### config.mk
export PLATFORM = sky130hd
export DESIGN_NAME = sha256_core
export DESIGN_NICKNAME = d
export VERILOG_FILES = /design/src/rtl/sha_types_pkg.sv /design/src/rtl/sha_const_pkg.sv /design/src/rtl/sha_ctrl.sv /design/src/rtl/sha_msg_schedule.sv /design/src/rtl/sha_round.sv /design/src/rtl/sha256_core.sv
export VERILOG_INCLUDE_DIRS = /design/src /design/src/rtl
export SDC_FILE = /design/constraint.sdc
export NUM_CORES = 2
export LEC_CHECK = 0
export BUFFER_PORTS_ARGS = -buffer_cell sky130_fd_sc_hd__buf_4
export CORE_AREA = 2 2 405 407
export CTS_BUF_LIST = sky130_fd_sc_hd__clkbuf_8
export DETAILED_ROUTE_END_ITERATION = 8
export DIE_AREA = 0 0 407 409
export GPL_TIMING_DRIVEN = 0
export SYNTH_ARGS = -nofsm -noshare
export SYNTH_HDL_FRONTEND = slang
export SYNTH_SLANG_ARGS = --single-unit
### constraint.sdc
create_clock -name clk -period 9.3 [get_ports clk]
set_input_delay 0.465 -clock clk [delete_from_list [all_inputs] [get_ports clk]]
set_output_delay 0.465 -clock clk [all_outputs]
set_load 0.01 [all_outputs]
### src/rtl/sha256_config.svh
`ifndef SHA256_CONFIG_SVH
`define SHA256_CONFIG_SVH

// width of one message and state word
`define SHA_WORD_W 32

// compression rounds per block
`define SHA_ROUNDS 64

// message schedule window, in words
`define SHA_WIN_DEPTH 16

`endif

### src/rtl/sha_types_pkg.sv
`include "sha256_config.svh"

package sha_types_pkg;

	// one message or state word
	typedef logic [`SHA_WORD_W-1:0] sha_word_t;

	// 512-bit message block, word 0 in the top position
	typedef logic [0:`SHA_WIN_DEPTH-1][`SHA_WORD_W-1:0] sha_block_t;

	// round number 0..63
	typedef logic [$clog2(`SHA_ROUNDS)-1:0] sha_round_idx_t;

	// working variables, a in the top word
	typedef struct packed {
		sha_word_t a;
		sha_word_t b;
		sha_word_t c;
		sha_word_t d;
		sha_word_t e;
		sha_word_t f;
		sha_word_t g;
		sha_word_t h;
	} sha_state_s;

	// datapath reads the named words, ports carry the flat vector
	typedef union packed {
		sha_state_s named;
		logic [8*`SHA_WORD_W-1:0] flat;
	} sha_state_u;

endpackage

### src/rtl/sha_const_pkg.sv
`include "sha256_config.svh"

package sha_const_pkg;

	////////////////////////////////////////////////////////////
	// round constants
	////////////////////////////////////////////////////////////

	// first 32 bits of the fractional parts of the cube roots of the first 64 primes
	localparam sha_types_pkg::sha_word_t sha_round_k [0:`SHA_ROUNDS-1] = '{
		32'h428a2f98, 32'h71374491, 32'hb5c0fbcf, 32'he9b5dba5,
		32'h3956c25b, 32'h59f111f1, 32'h923f82a4, 32'hab1c5ed5,
		32'hd807aa98, 32'h12835b01, 32'h243185be, 32'h550c7dc3,
		32'h72be5d74, 32'h80deb1fe, 32'h9bdc06a7, 32'hc19bf174,
		32'he49b69c1, 32'hefbe4786, 32'h0fc19dc6, 32'h240ca1cc,
		32'h2de92c6f, 32'h4a7484aa, 32'h5cb0a9dc, 32'h76f988da,
		32'h983e5152, 32'ha831c66d, 32'hb00327c8, 32'hbf597fc7,
		32'hc6e00bf3, 32'hd5a79147, 32'h06ca6351, 32'h14292967,
		32'h27b70a85, 32'h2e1b2138, 32'h4d2c6dfc, 32'h53380d13,
		32'h650a7354, 32'h766a0abb, 32'h81c2c92e, 32'h92722c85,
		32'ha2bfe8a1, 32'ha81a664b, 32'hc24b8b70, 32'hc76c51a3,
		32'hd192e819, 32'hd6990624, 32'hf40e3585, 32'h106aa070,
		32'h19a4c116, 32'h1e376c08, 32'h2748774c, 32'h34b0bcb5,
		32'h391c0cb3, 32'h4ed8aa4a, 32'h5b9cca4f, 32'h682e6ff3,
		32'h748f82ee, 32'h78a5636f, 32'h84c87814, 32'h8cc70208,
		32'h90befffa, 32'ha4506ceb, 32'hbef9a3f7, 32'hc67178f2
	};

	////////////////////////////////////////////////////////////
	// initial hash value
	////////////////////////////////////////////////////////////

	// H0..H7, a in the top word
	localparam sha_types_pkg::sha_state_u sha_iv = {
		32'h6a09e667,
		32'hbb67ae85,
		32'h3c6ef372,
		32'ha54ff53a,
		32'h510e527f,
		32'h9b05688c,
		32'h1f83d9ab,
		32'h5be0cd19
	};

endpackage

### src/rtl/sha_ctrl.sv
`timescale 1ns/1ps
`include "sha256_config.svh"

module sha_ctrl (
	input  logic                           clk,
	input  logic                           rst_n,
	input  logic                           en,
	output logic                           rdy,
	output logic                           load,
	output logic                           step,
	output sha_types_pkg::sha_round_idx_t  round_idx
);

	logic busy;
	logic done;
	logic last_round;

	// accept happens on the edge that ends this cycle
	assign load = en & rdy;

	// one round per busy cycle
	assign step = busy;

	assign last_round = (round_idx == sha_types_pkg::sha_round_idx_t'(`SHA_ROUNDS - 1));

	////////////////////////////////////////////////////////////
	// round sequencing
	////////////////////////////////////////////////////////////

	always_ff @(posedge clk or negedge rst_n) begin
		if (!rst_n) begin
			busy      <= 1'b0;
			round_idx <= '0;
		end else if (load) begin
			busy      <= 1'b1;
			round_idx <= '0;
		end else if (step) begin
			round_idx <= round_idx + 1'b1;
			// busy drops with the edge that applies round 63
			if (last_round) begin
				busy <= 1'b0;
			end
		end
	end

	////////////////////////////////////////////////////////////
	// ready flag
	////////////////////////////////////////////////////////////

	// done pulses one cycle after the last round
	always_ff @(posedge clk or negedge rst_n) begin
		if (!rst_n) begin
			done <= 1'b0;
		end else begin
			done <= step & last_round;
		end
	end

	// low from the accept edge until the edge after done
	always_ff @(posedge clk or negedge rst_n) begin
		if (!rst_n) begin
			rdy <= 1'b1;
		end else if (load) begin
			rdy <= 1'b0;
		end else if (done) begin
			rdy <= 1'b1;
		end
	end

endmodule

### src/rtl/sha_msg_schedule.sv
`timescale 1ns/1ps
`include "sha256_config.svh"

module sha_msg_schedule (
	input  logic                      clk,
	input  logic                      rst_n,
	input  logic                      load,
	input  logic                      step,
	input  sha_types_pkg::sha_block_t block,
	output sha_types_pkg::sha_word_t  w
);

	// win[0] holds W(t) during round t
	sha_types_pkg::sha_block_t win;
	sha_types_pkg::sha_word_t  w_new;

	////////////////////////////////////////////////////////////
	// small sigma functions
	////////////////////////////////////////////////////////////

	function automatic sha_types_pkg::sha_word_t ssig0(input sha_types_pkg::sha_word_t x);
		return ({x[6:0], x[31:7]}) ^ ({x[17:0], x[31:18]}) ^ (x >> 3);
	endfunction

	function automatic sha_types_pkg::sha_word_t ssig1(input sha_types_pkg::sha_word_t x);
		return ({x[16:0], x[31:17]}) ^ ({x[18:0], x[31:19]}) ^ (x >> 10);
	endfunction

	////////////////////////////////////////////////////////////
	// schedule recurrence
	////////////////////////////////////////////////////////////

	// W(t+16) from W(t+14), W(t+9), W(t+1) and W(t)
	assign w_new = ssig1(win[`SHA_WIN_DEPTH-2])
	             + win[`SHA_WIN_DEPTH-7]
	             + ssig0(win[`SHA_WIN_DEPTH-15])
	             + win[0];

	assign w = win[0];

	// the first 16 appended words only matter once they reach the head
	always_ff @(posedge clk or negedge rst_n) begin
		if (!rst_n) begin
			win <= '0;
		end else if (load) begin
			win <= block;
		end else if (step) begin
			win <= {win[1:`SHA_WIN_DEPTH-1], w_new};
		end
	end

endmodule

### src/rtl/sha_round.sv
`timescale 1ns/1ps

module sha_round (
	input  logic                          clk,
	input  logic                          rst_n,
	input  logic                          load,
	input  logic                          step,
	input  sha_types_pkg::sha_state_u     init_state,
	input  sha_types_pkg::sha_word_t      w,
	input  sha_types_pkg::sha_round_idx_t round_idx,
	output sha_types_pkg::sha_state_u     state
);

	sha_types_pkg::sha_word_t   k;
	sha_types_pkg::sha_word_t   bsig0;
	sha_types_pkg::sha_word_t   bsig1;
	sha_types_pkg::sha_word_t   ch;
	sha_types_pkg::sha_word_t   maj;
	sha_types_pkg::sha_word_t   t1;
	sha_types_pkg::sha_word_t   t2;
	sha_types_pkg::sha_state_u  nxt;

	////////////////////////////////////////////////////////////
	// round functions
	////////////////////////////////////////////////////////////

	function automatic sha_types_pkg::sha_word_t big_sig0(input sha_types_pkg::sha_word_t x);
		return ({x[1:0], x[31:2]}) ^ ({x[12:0], x[31:13]}) ^ ({x[21:0], x[31:22]});
	endfunction

	function automatic sha_types_pkg::sha_word_t big_sig1(input sha_types_pkg::sha_word_t x);
		return ({x[5:0], x[31:6]}) ^ ({x[10:0], x[31:11]}) ^ ({x[24:0], x[31:25]});
	endfunction

	// constant lookup for the current round
	assign k = sha_const_pkg::sha_round_k[round_idx];

	assign bsig0 = big_sig0(state.named.a);
	assign bsig1 = big_sig1(state.named.e);

	// choose: f where e is set, g elsewhere
	assign ch  = (state.named.e & state.named.f) ^ (~state.named.e & state.named.g);
	// majority of a, b, c
	assign maj = (state.named.a & state.named.b)
	           ^ (state.named.a & state.named.c)
	           ^ (state.named.b & state.named.c);

	assign t1 = state.named.h + bsig1 + ch + k + w;
	assign t2 = bsig0 + maj;

	////////////////////////////////////////////////////////////
	// next working state
	////////////////////////////////////////////////////////////

	always_comb begin
		nxt.named.a = t1 + t2;
		nxt.named.b = state.named.a;
		nxt.named.c = state.named.b;
		nxt.named.d = state.named.c;
		nxt.named.e = state.named.d + t1;
		nxt.named.f = state.named.e;
		nxt.named.g = state.named.f;
		nxt.named.h = state.named.g;
	end

	// held after round 63 until the next load
	always_ff @(posedge clk or negedge rst_n) begin
		if (!rst_n) begin
			state <= '0;
		end else if (load) begin
			state <= init_state;
		end else if (step) begin
			state <= nxt;
		end
	end

endmodule

### src/rtl/sha256_core.sv
`timescale 1ns/1ps

module sha256_core (
	input  logic                      clk,
	input  logic                      rst_n,
	input  logic                      en,
	input  sha_types_pkg::sha_state_u init_state,
	input  sha_types_pkg::sha_block_t block,
	output logic                      rdy,
	output sha_types_pkg::sha_state_u digest
);

	logic                          load;
	logic                          step;
	sha_types_pkg::sha_round_idx_t round_idx;
	sha_types_pkg::sha_word_t      w;

	////////////////////////////////////////////////////////////
	// control
	////////////////////////////////////////////////////////////

	sha_ctrl u_ctrl (
		.clk       (clk),
		.rst_n     (rst_n),
		.en        (en),
		.rdy       (rdy),
		.load      (load),
		.step      (step),
		.round_idx (round_idx)
	);

	////////////////////////////////////////////////////////////
	// datapath
	////////////////////////////////////////////////////////////

	// one schedule word per round
	sha_msg_schedule u_sched (
		.clk   (clk),
		.rst_n (rst_n),
		.load  (load),
		.step  (step),
		.block (block),
		.w     (w)
	);

	// working register drives the digest directly
	sha_round u_round (
		.clk        (clk),
		.rst_n      (rst_n),
		.load       (load),
		.step       (step),
		.init_state (init_state),
		.w          (w),
		.round_idx  (round_idx),
		.state      (digest)
	);

endmodule

== After elaboration in Yosys (flattened, before gate mapping) ==
Memory sizes are Yosys's and may differ from the RTL's.
Index checks and enable logic that the tools add are counted.

* Register bits after elaboration: 777
* Bits in read-only memories: 2048
* Input bits: 771
* Output and inout port bits: 257
* Logic and storage cells: 70
* Memories: 1

{| class="wikitable"
|+ Memory list
! name !! words !! bits a word !! read ports !! clocked after Yosys merged registers in !! wr ports !! line !! source
|-
| (no name shown) || 64 || 32 || 1 || 0 || 0 || sha_round.sv:36 || <nowiki>assign k = sha_const_pkg::sha_round_k[round_idx];</nowiki>
|}

* $add $sub $neg: 11
* Order comparisons: 1
* Eq/ne operators: 1
* Mux-type cells: 13
* Bitwise operators: 20
* Reductions and logical operators: 2

{| class="wikitable"
|+ Operators with widths
! operator !! count
|-
| 2-to-1 mux 512 bit || 2
|-
| 2-to-1 mux 256 bit || 2
|-
| adder 32 bit || 10
|-
| XOR 32 bit || 9
|-
| AND 32 bit || 5
|-
| 2-to-1 mux 32 bit || 2
|-
| inverter 32 bit || 1
|-
| XOR 32 x 22 -> 32 bit || 1
|-
| XOR 32 x 29 -> 32 bit || 1
|-
| 2-to-1 mux 6 bit || 2
|-
| greater-or-equal comparator 7 bit (second input constant) || 1
|-
| inverter 6 -> 7 bit || 1
|-
| adder 6 x 1 -> 6 bit (second input constant) || 1
|-
| == test 6 bit (second input constant) || 1
|-
| 2-to-1 mux 1 bit || 5
|-
| nonzero test 2 bit || 2
|-
| AND 1 bit || 2
|}

== Logic depth before layout (Yosys ltp) ==
* Word-level depth: 9
* Depth in mapped cells: 37
* Depth with buffers taken out: 35

== By module ==
Synthesis repeated with hierarchy kept, for this count alone.

* Cell total of the unflattened synthesis: 5667
* Area total of the unflattened synthesis: 52273.9 um^2

{| class="wikitable"
|+ Modules (own cells, without submodules)
! module !! instances !! cells an instance !! area each (um^2) !! seq. area each (um^2)
|-
| sha_msg_schedule || 1 || 2823 || 27820.4 || 12812.3
|-
| sha_round || 1 || 2806 || 24054.3 || 6406.1
|-
| sha_ctrl || 1 || 38 || 399.1 || 226.5
|}

== Worst setup path after synthesis ==
OpenSTA, ideal clock, no wires.

* Kind: register to register
* From: register u_ctrl.round_idx[1]
* To: register u_round.state[254] (netlist name)
* Setup time: 126 ps
* Arrival time: 7601 ps
* Data required time: 9174 ps
* Setup slack: 1573 ps
* Stages on the path, launching flop included: 32
* Path buffers: 2
* Period minus slack after synthesis: 7727 ps
* Path through: dfrtp_1 clkbuf_1 inv_1 ha_1 clkbuf_1 nor2b_1 a21oi_1 mux4_2 fa_1 inv_1 fa_1 inv_1 ha_1 inv_1 o21ai_0 a21oi_1 o31a_1 o31ai_1 a21o_1 xor2_1 inv_1 fa_1 inv_1 ha_1 and4_1 nand4_1 a2111oi_2 a2111oi_4 a21oi_1 a311oi_1 and4b_1 o32a_1

* Longest elaborated chain between the ends: 9

{| class="wikitable"
|+ Ends and longest elaborated chain
! item !! line !! source
|-
| from (decl) || sha_ctrl.sv:11 || <nowiki>output sha_types_pkg::sha_round_idx_t round_idx</nowiki>
|-
| from (signal assigned) || sha_ctrl.sv:38 || <nowiki>round_idx <= round_idx + 1'b1;</nowiki>
|-
| inverter 6 -> 7 bit (not written as such) || sha_round.sv:36 ||
|-
| memory read (64 x 32 bit) || n/a ||
|-
| 2-to-1 mux 32 bit (not written as such) (2 in a row) || sha_round.sv:36 ||
|-
| adder 32 bit (2 in a row) || sha_round.sv:48 || <nowiki>assign t1 = state.named.h + bsig1 + ch + k + w;</nowiki>
|-
| adder 32 bit || sha_round.sv:56 || <nowiki>nxt.named.a = t1 + t2;</nowiki>
|-
| 2-to-1 mux 256 bit || sha_round.sv:72 || <nowiki>end else if (step) begin</nowiki>
|-
| 2-to-1 mux 256 bit || sha_round.sv:70 || <nowiki>end else if (load) begin</nowiki>
|-
| to (signal assigned) || sha_round.sv:71 || <nowiki>state <= init_state;</nowiki>
|-
| to (signal assigned) || sha_round.sv:73 || <nowiki>state <= nxt;</nowiki>
|-
| to (decl) || sha_round.sv:11 || <nowiki>output sha_types_pkg::sha_state_u state</nowiki>
|}

No other way between the ends. The select of a mux whose other input is x is not followed.
A chain may end at the register's enable or synchronous reset.

== Final worst setup path ==
* From: register u_ctrl.round_idx[3]
* To: register u_round.state[252] (netlist name)

The elaborated chain is that of the path after synthesis.

==> summary.md <==
| Metric | Value |
|---|---|
| Status | `completed` |
| Final Instance Area | `73600 um^2` |
| Post-detail-place hpwl | `239 mm` |
| Crit end category | `flop` |
| Critical path arrival | `9.86 ns` |
| Setup CP Type | `reg2reg` |
| Post-synthesis mux area share | `14.8%` |
| Synth async-reset ratio | `100%` |
| CTS Buf Count | `143` |
| Synth Register Bits | `777` |
| Fmax | `110 MHz` |
| Worst skew pair latency | `0.98 ns` |
| DR DRC count | `0` |
| RD Place Congestion | `1.00` |
| Post-Synthesis Cells | `5611` |
| RR Startpoint | `u_ctrl.round_idx[3]` |
| Die Footprint | `166000 um^2` |
| Max-cap violations | `0` |
| Fillers | `15455` |
| Die Width | `407 um` |
| Hold_ws | `0.143 ns` |
| Largest net degree at the start of global routing | `117` |
| Rel. slew slack | `3.34%` |
| Routed Wire Length | `301 mm` |
| Core Area | `162000 um^2` |
| CTS tree | `built` |
| Compound-Gate Fraction of Synth Area | `15.4%` |
| Gr usage total | `35.2%` |
| P&R area growth vs syn | `42.2%` |
| Post-Synth Simple-Gate Area | `10.0%` |
| H-tree Lvls | `4` |
| Critical Path Start Type | `flop` |
| Worst Max-Slew Pin Slew | `1.45 ns` |
| Final Max Tran Viols | `0` |
| Port buffer count | `1027` |
| Critical path startpoint | `u_ctrl.round_idx[3]` |
| Routed Antenna Nets | `0` |
| Final hold vios | `0` |
| CTS Root Cell | `clkbuf_8` |
| Fraction of layout cells with a size suffix above 1 | `17.7%` |
| Final min period | `9.06 ns` |
| First-pass GRT wire length | `412 mm` |
| Rows | `148` |
| Clock Sinks | `777` |
| Syn Area/Cell | `9.22 um^2` |
| Clock tree buffer depth | `3` |
| Clk pin slew, worst setup/hold paths | `0.06 ns` |
| Die H | `409 um` |
| Setup-failing EPs final | `0` |
| Ports | `1028` |
| Vias in the first global route | `54334` |
| Initial antenna violation count | `45` |
| Post-Synth Adder-Cell Area | `10.7%` |
| GRT Residual Overflow | `0` |
| Post-synthesis sequential area ratio | `37.6%` |
| Synth warn | `0` |
| Main synth FF type | `dfrtp_1` |
| Distinct cells, synth | `73` |
| Initial DRT Pass Iterations | `5` |
| Final Util | `45.4%` |
| Hold Path Class | `in2async` |
| Drt wl/cell | `30.5 um` |
| Post-Syn Nets | `6711` |
| EDFF count, synth | `0` |
| Final #Nets | `8662` |
| Area after DPL | `62400 um^2` |
| Vias | `53686` |
| Tcrit/Tclk final | `97.4%` |
| Max FO, Critical Path | `10` |
| Clock skew | `0.0685 ns` |
| TNS Setup | `0 ns` |
| DR vias/cell | `5.44` |
| Largest family of logic cells by synthesized area | `compound AO/OA/AOI/OAI gates` |
| Slowest cell on crit path | `fa_1` |
| Max incr delay on CP | `0.60 ns` |
| Initial Util | `31.9%` |
| Iter 0 DRT Violations | `5637` |
| Req. time, crit path | `10.10 ns` |
| Synthesized area | `51700 um^2` |
| Synth Area in XOR/XNOR | `5.98%` |
cells by family after synthesis:
family | count (synthesis)
DFF | 777
AOI/OAI and AO/OA | 1408
buffers and inverters | 747
muxes | 758
xor gates and xnor gates | 350
and+or+nand+nor | 1240
adders and majority gates | 331
worst paths after layout:
check / to / slack, ns / depth (start not counted)
max: u_round.state[252] / 0.24 / 33
min: u_sched.win[377] / 0.14 / 2
max reg2reg: u_round.state[252] / 0.24 / 33
min reg2reg: u_ctrl.rdy / 0.48 / 2
max in group asynchronous: u_round.state[169] / 6.33 / 6
min in group clk: u_sched.win[313] / 0.23 / 4
cell usage after synthesis, types with 8 or more instances:
| cell type | n | share of area (%) |
|---|---|---|
| o21ai_0 | 862 | 8.3 |
| nand2b_1 | 23 | 0.28 |
| o21bai_1 | 17 | 0.25 |
| nor3_1 | 53 | 0.51 |
| o31ai_1 | 13 | 0.19 |
| nor2b_1 | 22 | 0.27 |
| a21boi_0 | 9 | 0.13 |
| fa_1 | 187 | 7.2 |
| nor2_1 | 128 | 0.93 |
| o21a_1 | 18 | 0.26 |
| inv_1 | 306 | 2.2 |
| o211ai_1 | 24 | 0.35 |
| ha_1 | 142 | 3.4 |
| buf_1 | 29 | 0.21 |
| or3_1 | 16 | 0.19 |
| a21o_1 | 95 | 1.4 |
| nand3b_1 | 8 | 0.12 |
| mux2i_1 | 747 | 14 |
| and2_1 | 12 | 0.15 |
| a31oi_1 | 30 | 0.36 |
| xor2_1 | 105 | 1.8 |
| a21oi_1 | 219 | 2.1 |
| dfrtp_1 | 776 | 38 |
| clkbuf_1 | 411 | 3.0 |
| a311oi_1 | 15 | 0.25 |
| nand3_1 | 50 | 0.48 |
| a211o_1 | 8 | 0.14 |
| and3_1 | 38 | 0.46 |
| xnor2_1 | 243 | 4.1 |
| nand2_1 | 861 | 6.2 |
| o22ai_1 | 8 | 0.097 |
| a211oi_1 | 21 | 0.30 |
final cells by class:
class / instances / area, um^2 / share of cell area, %
multi-input combinational: 4087 / 29700 / 40.4
sequential: 777 / 19400 / 26.4
timing repair buffer: 1811 / 15700 / 21.3
tap: 2175 / 2720 / 3.70
clock buffer: 175 / 2410 / 3.27
buffer: 435 / 1690 / 2.30
inverter: 307 / 1160 / 1.58
clock inverter: 73 / 668 / 0.908
antenna: 25 / 62.6 / 0.0850
timing repair:
item                                   CTS  global route
hold buffers                           770             0
pin swaps                                0             1
buffers inserted                         3             4
setup endpoints to repair               43            10
endpoints found under the hold margin  873             0
resized for setup                       58            54
critical path: cells and delay by family, from the launching register on:
family / cells / cell delay, ns
buf+inv: 8 / 1.76
xor+xnor: 1 / 0.34
fa+ha+maj: 6 / 2.39
compound gates: 13 / 3.02
flops: 1 / 0.49
simple gates: 5 / 0.87
metal layers:
metal  global-route usage [%]  share of wire [%]  vias to the layer above
li1                         -                  -                    23120
met1                     43.6                 39                    26812
met2                     56.7                 46                     2987
met3                     6.42                7.7                      753
met4                     21.1                7.0                       14
met5                        0              0.030                        -
placed cells by master (no fill, tap or decap), drive strengths merged, types with 23 or more instances in the layout:
cell type	Yosys	final
xor2	105	105
fa	187	187
a21o	95	95
diode	0	25
nor3	53	53
o21ai	863	863
xnor2	243	243
clkbuf	411	583
a31oi	30	30
a21oi	219	219
nor2	128	128
mux2i	747	747
nand2	861	861
nand2b	23	23
dfrtp	776	776
o211ai	24	24
dlygate4sd3	0	770
ha	142	142
buf	29	1068
and3	38	38
inv	306	359
nand3	50	50
per-stage QoR:
stage	std cells	setup WS, ns
2_1_floorplan	5611	1.57
3_3_place_gp	8813	-2.07
3_5_place_dp	8820	-1.77
4_1_cts	9837	-0.0248
5_1_grt	9855	-0.0565
6_report	9865	0.241
registers in the layout, summed over array words and instances (netlist names):
register and flops:
u_ctrl.rdy 1, u_ctrl.round_idx 6, u_ctrl.step 1, u_sched.win 480, u_ctrl.done 1, u_round.state 256, u_sched.w 32
Power is not shown: default switching activity piles up to over one toggle a cycle in this logic, so the estimate is an artifact.
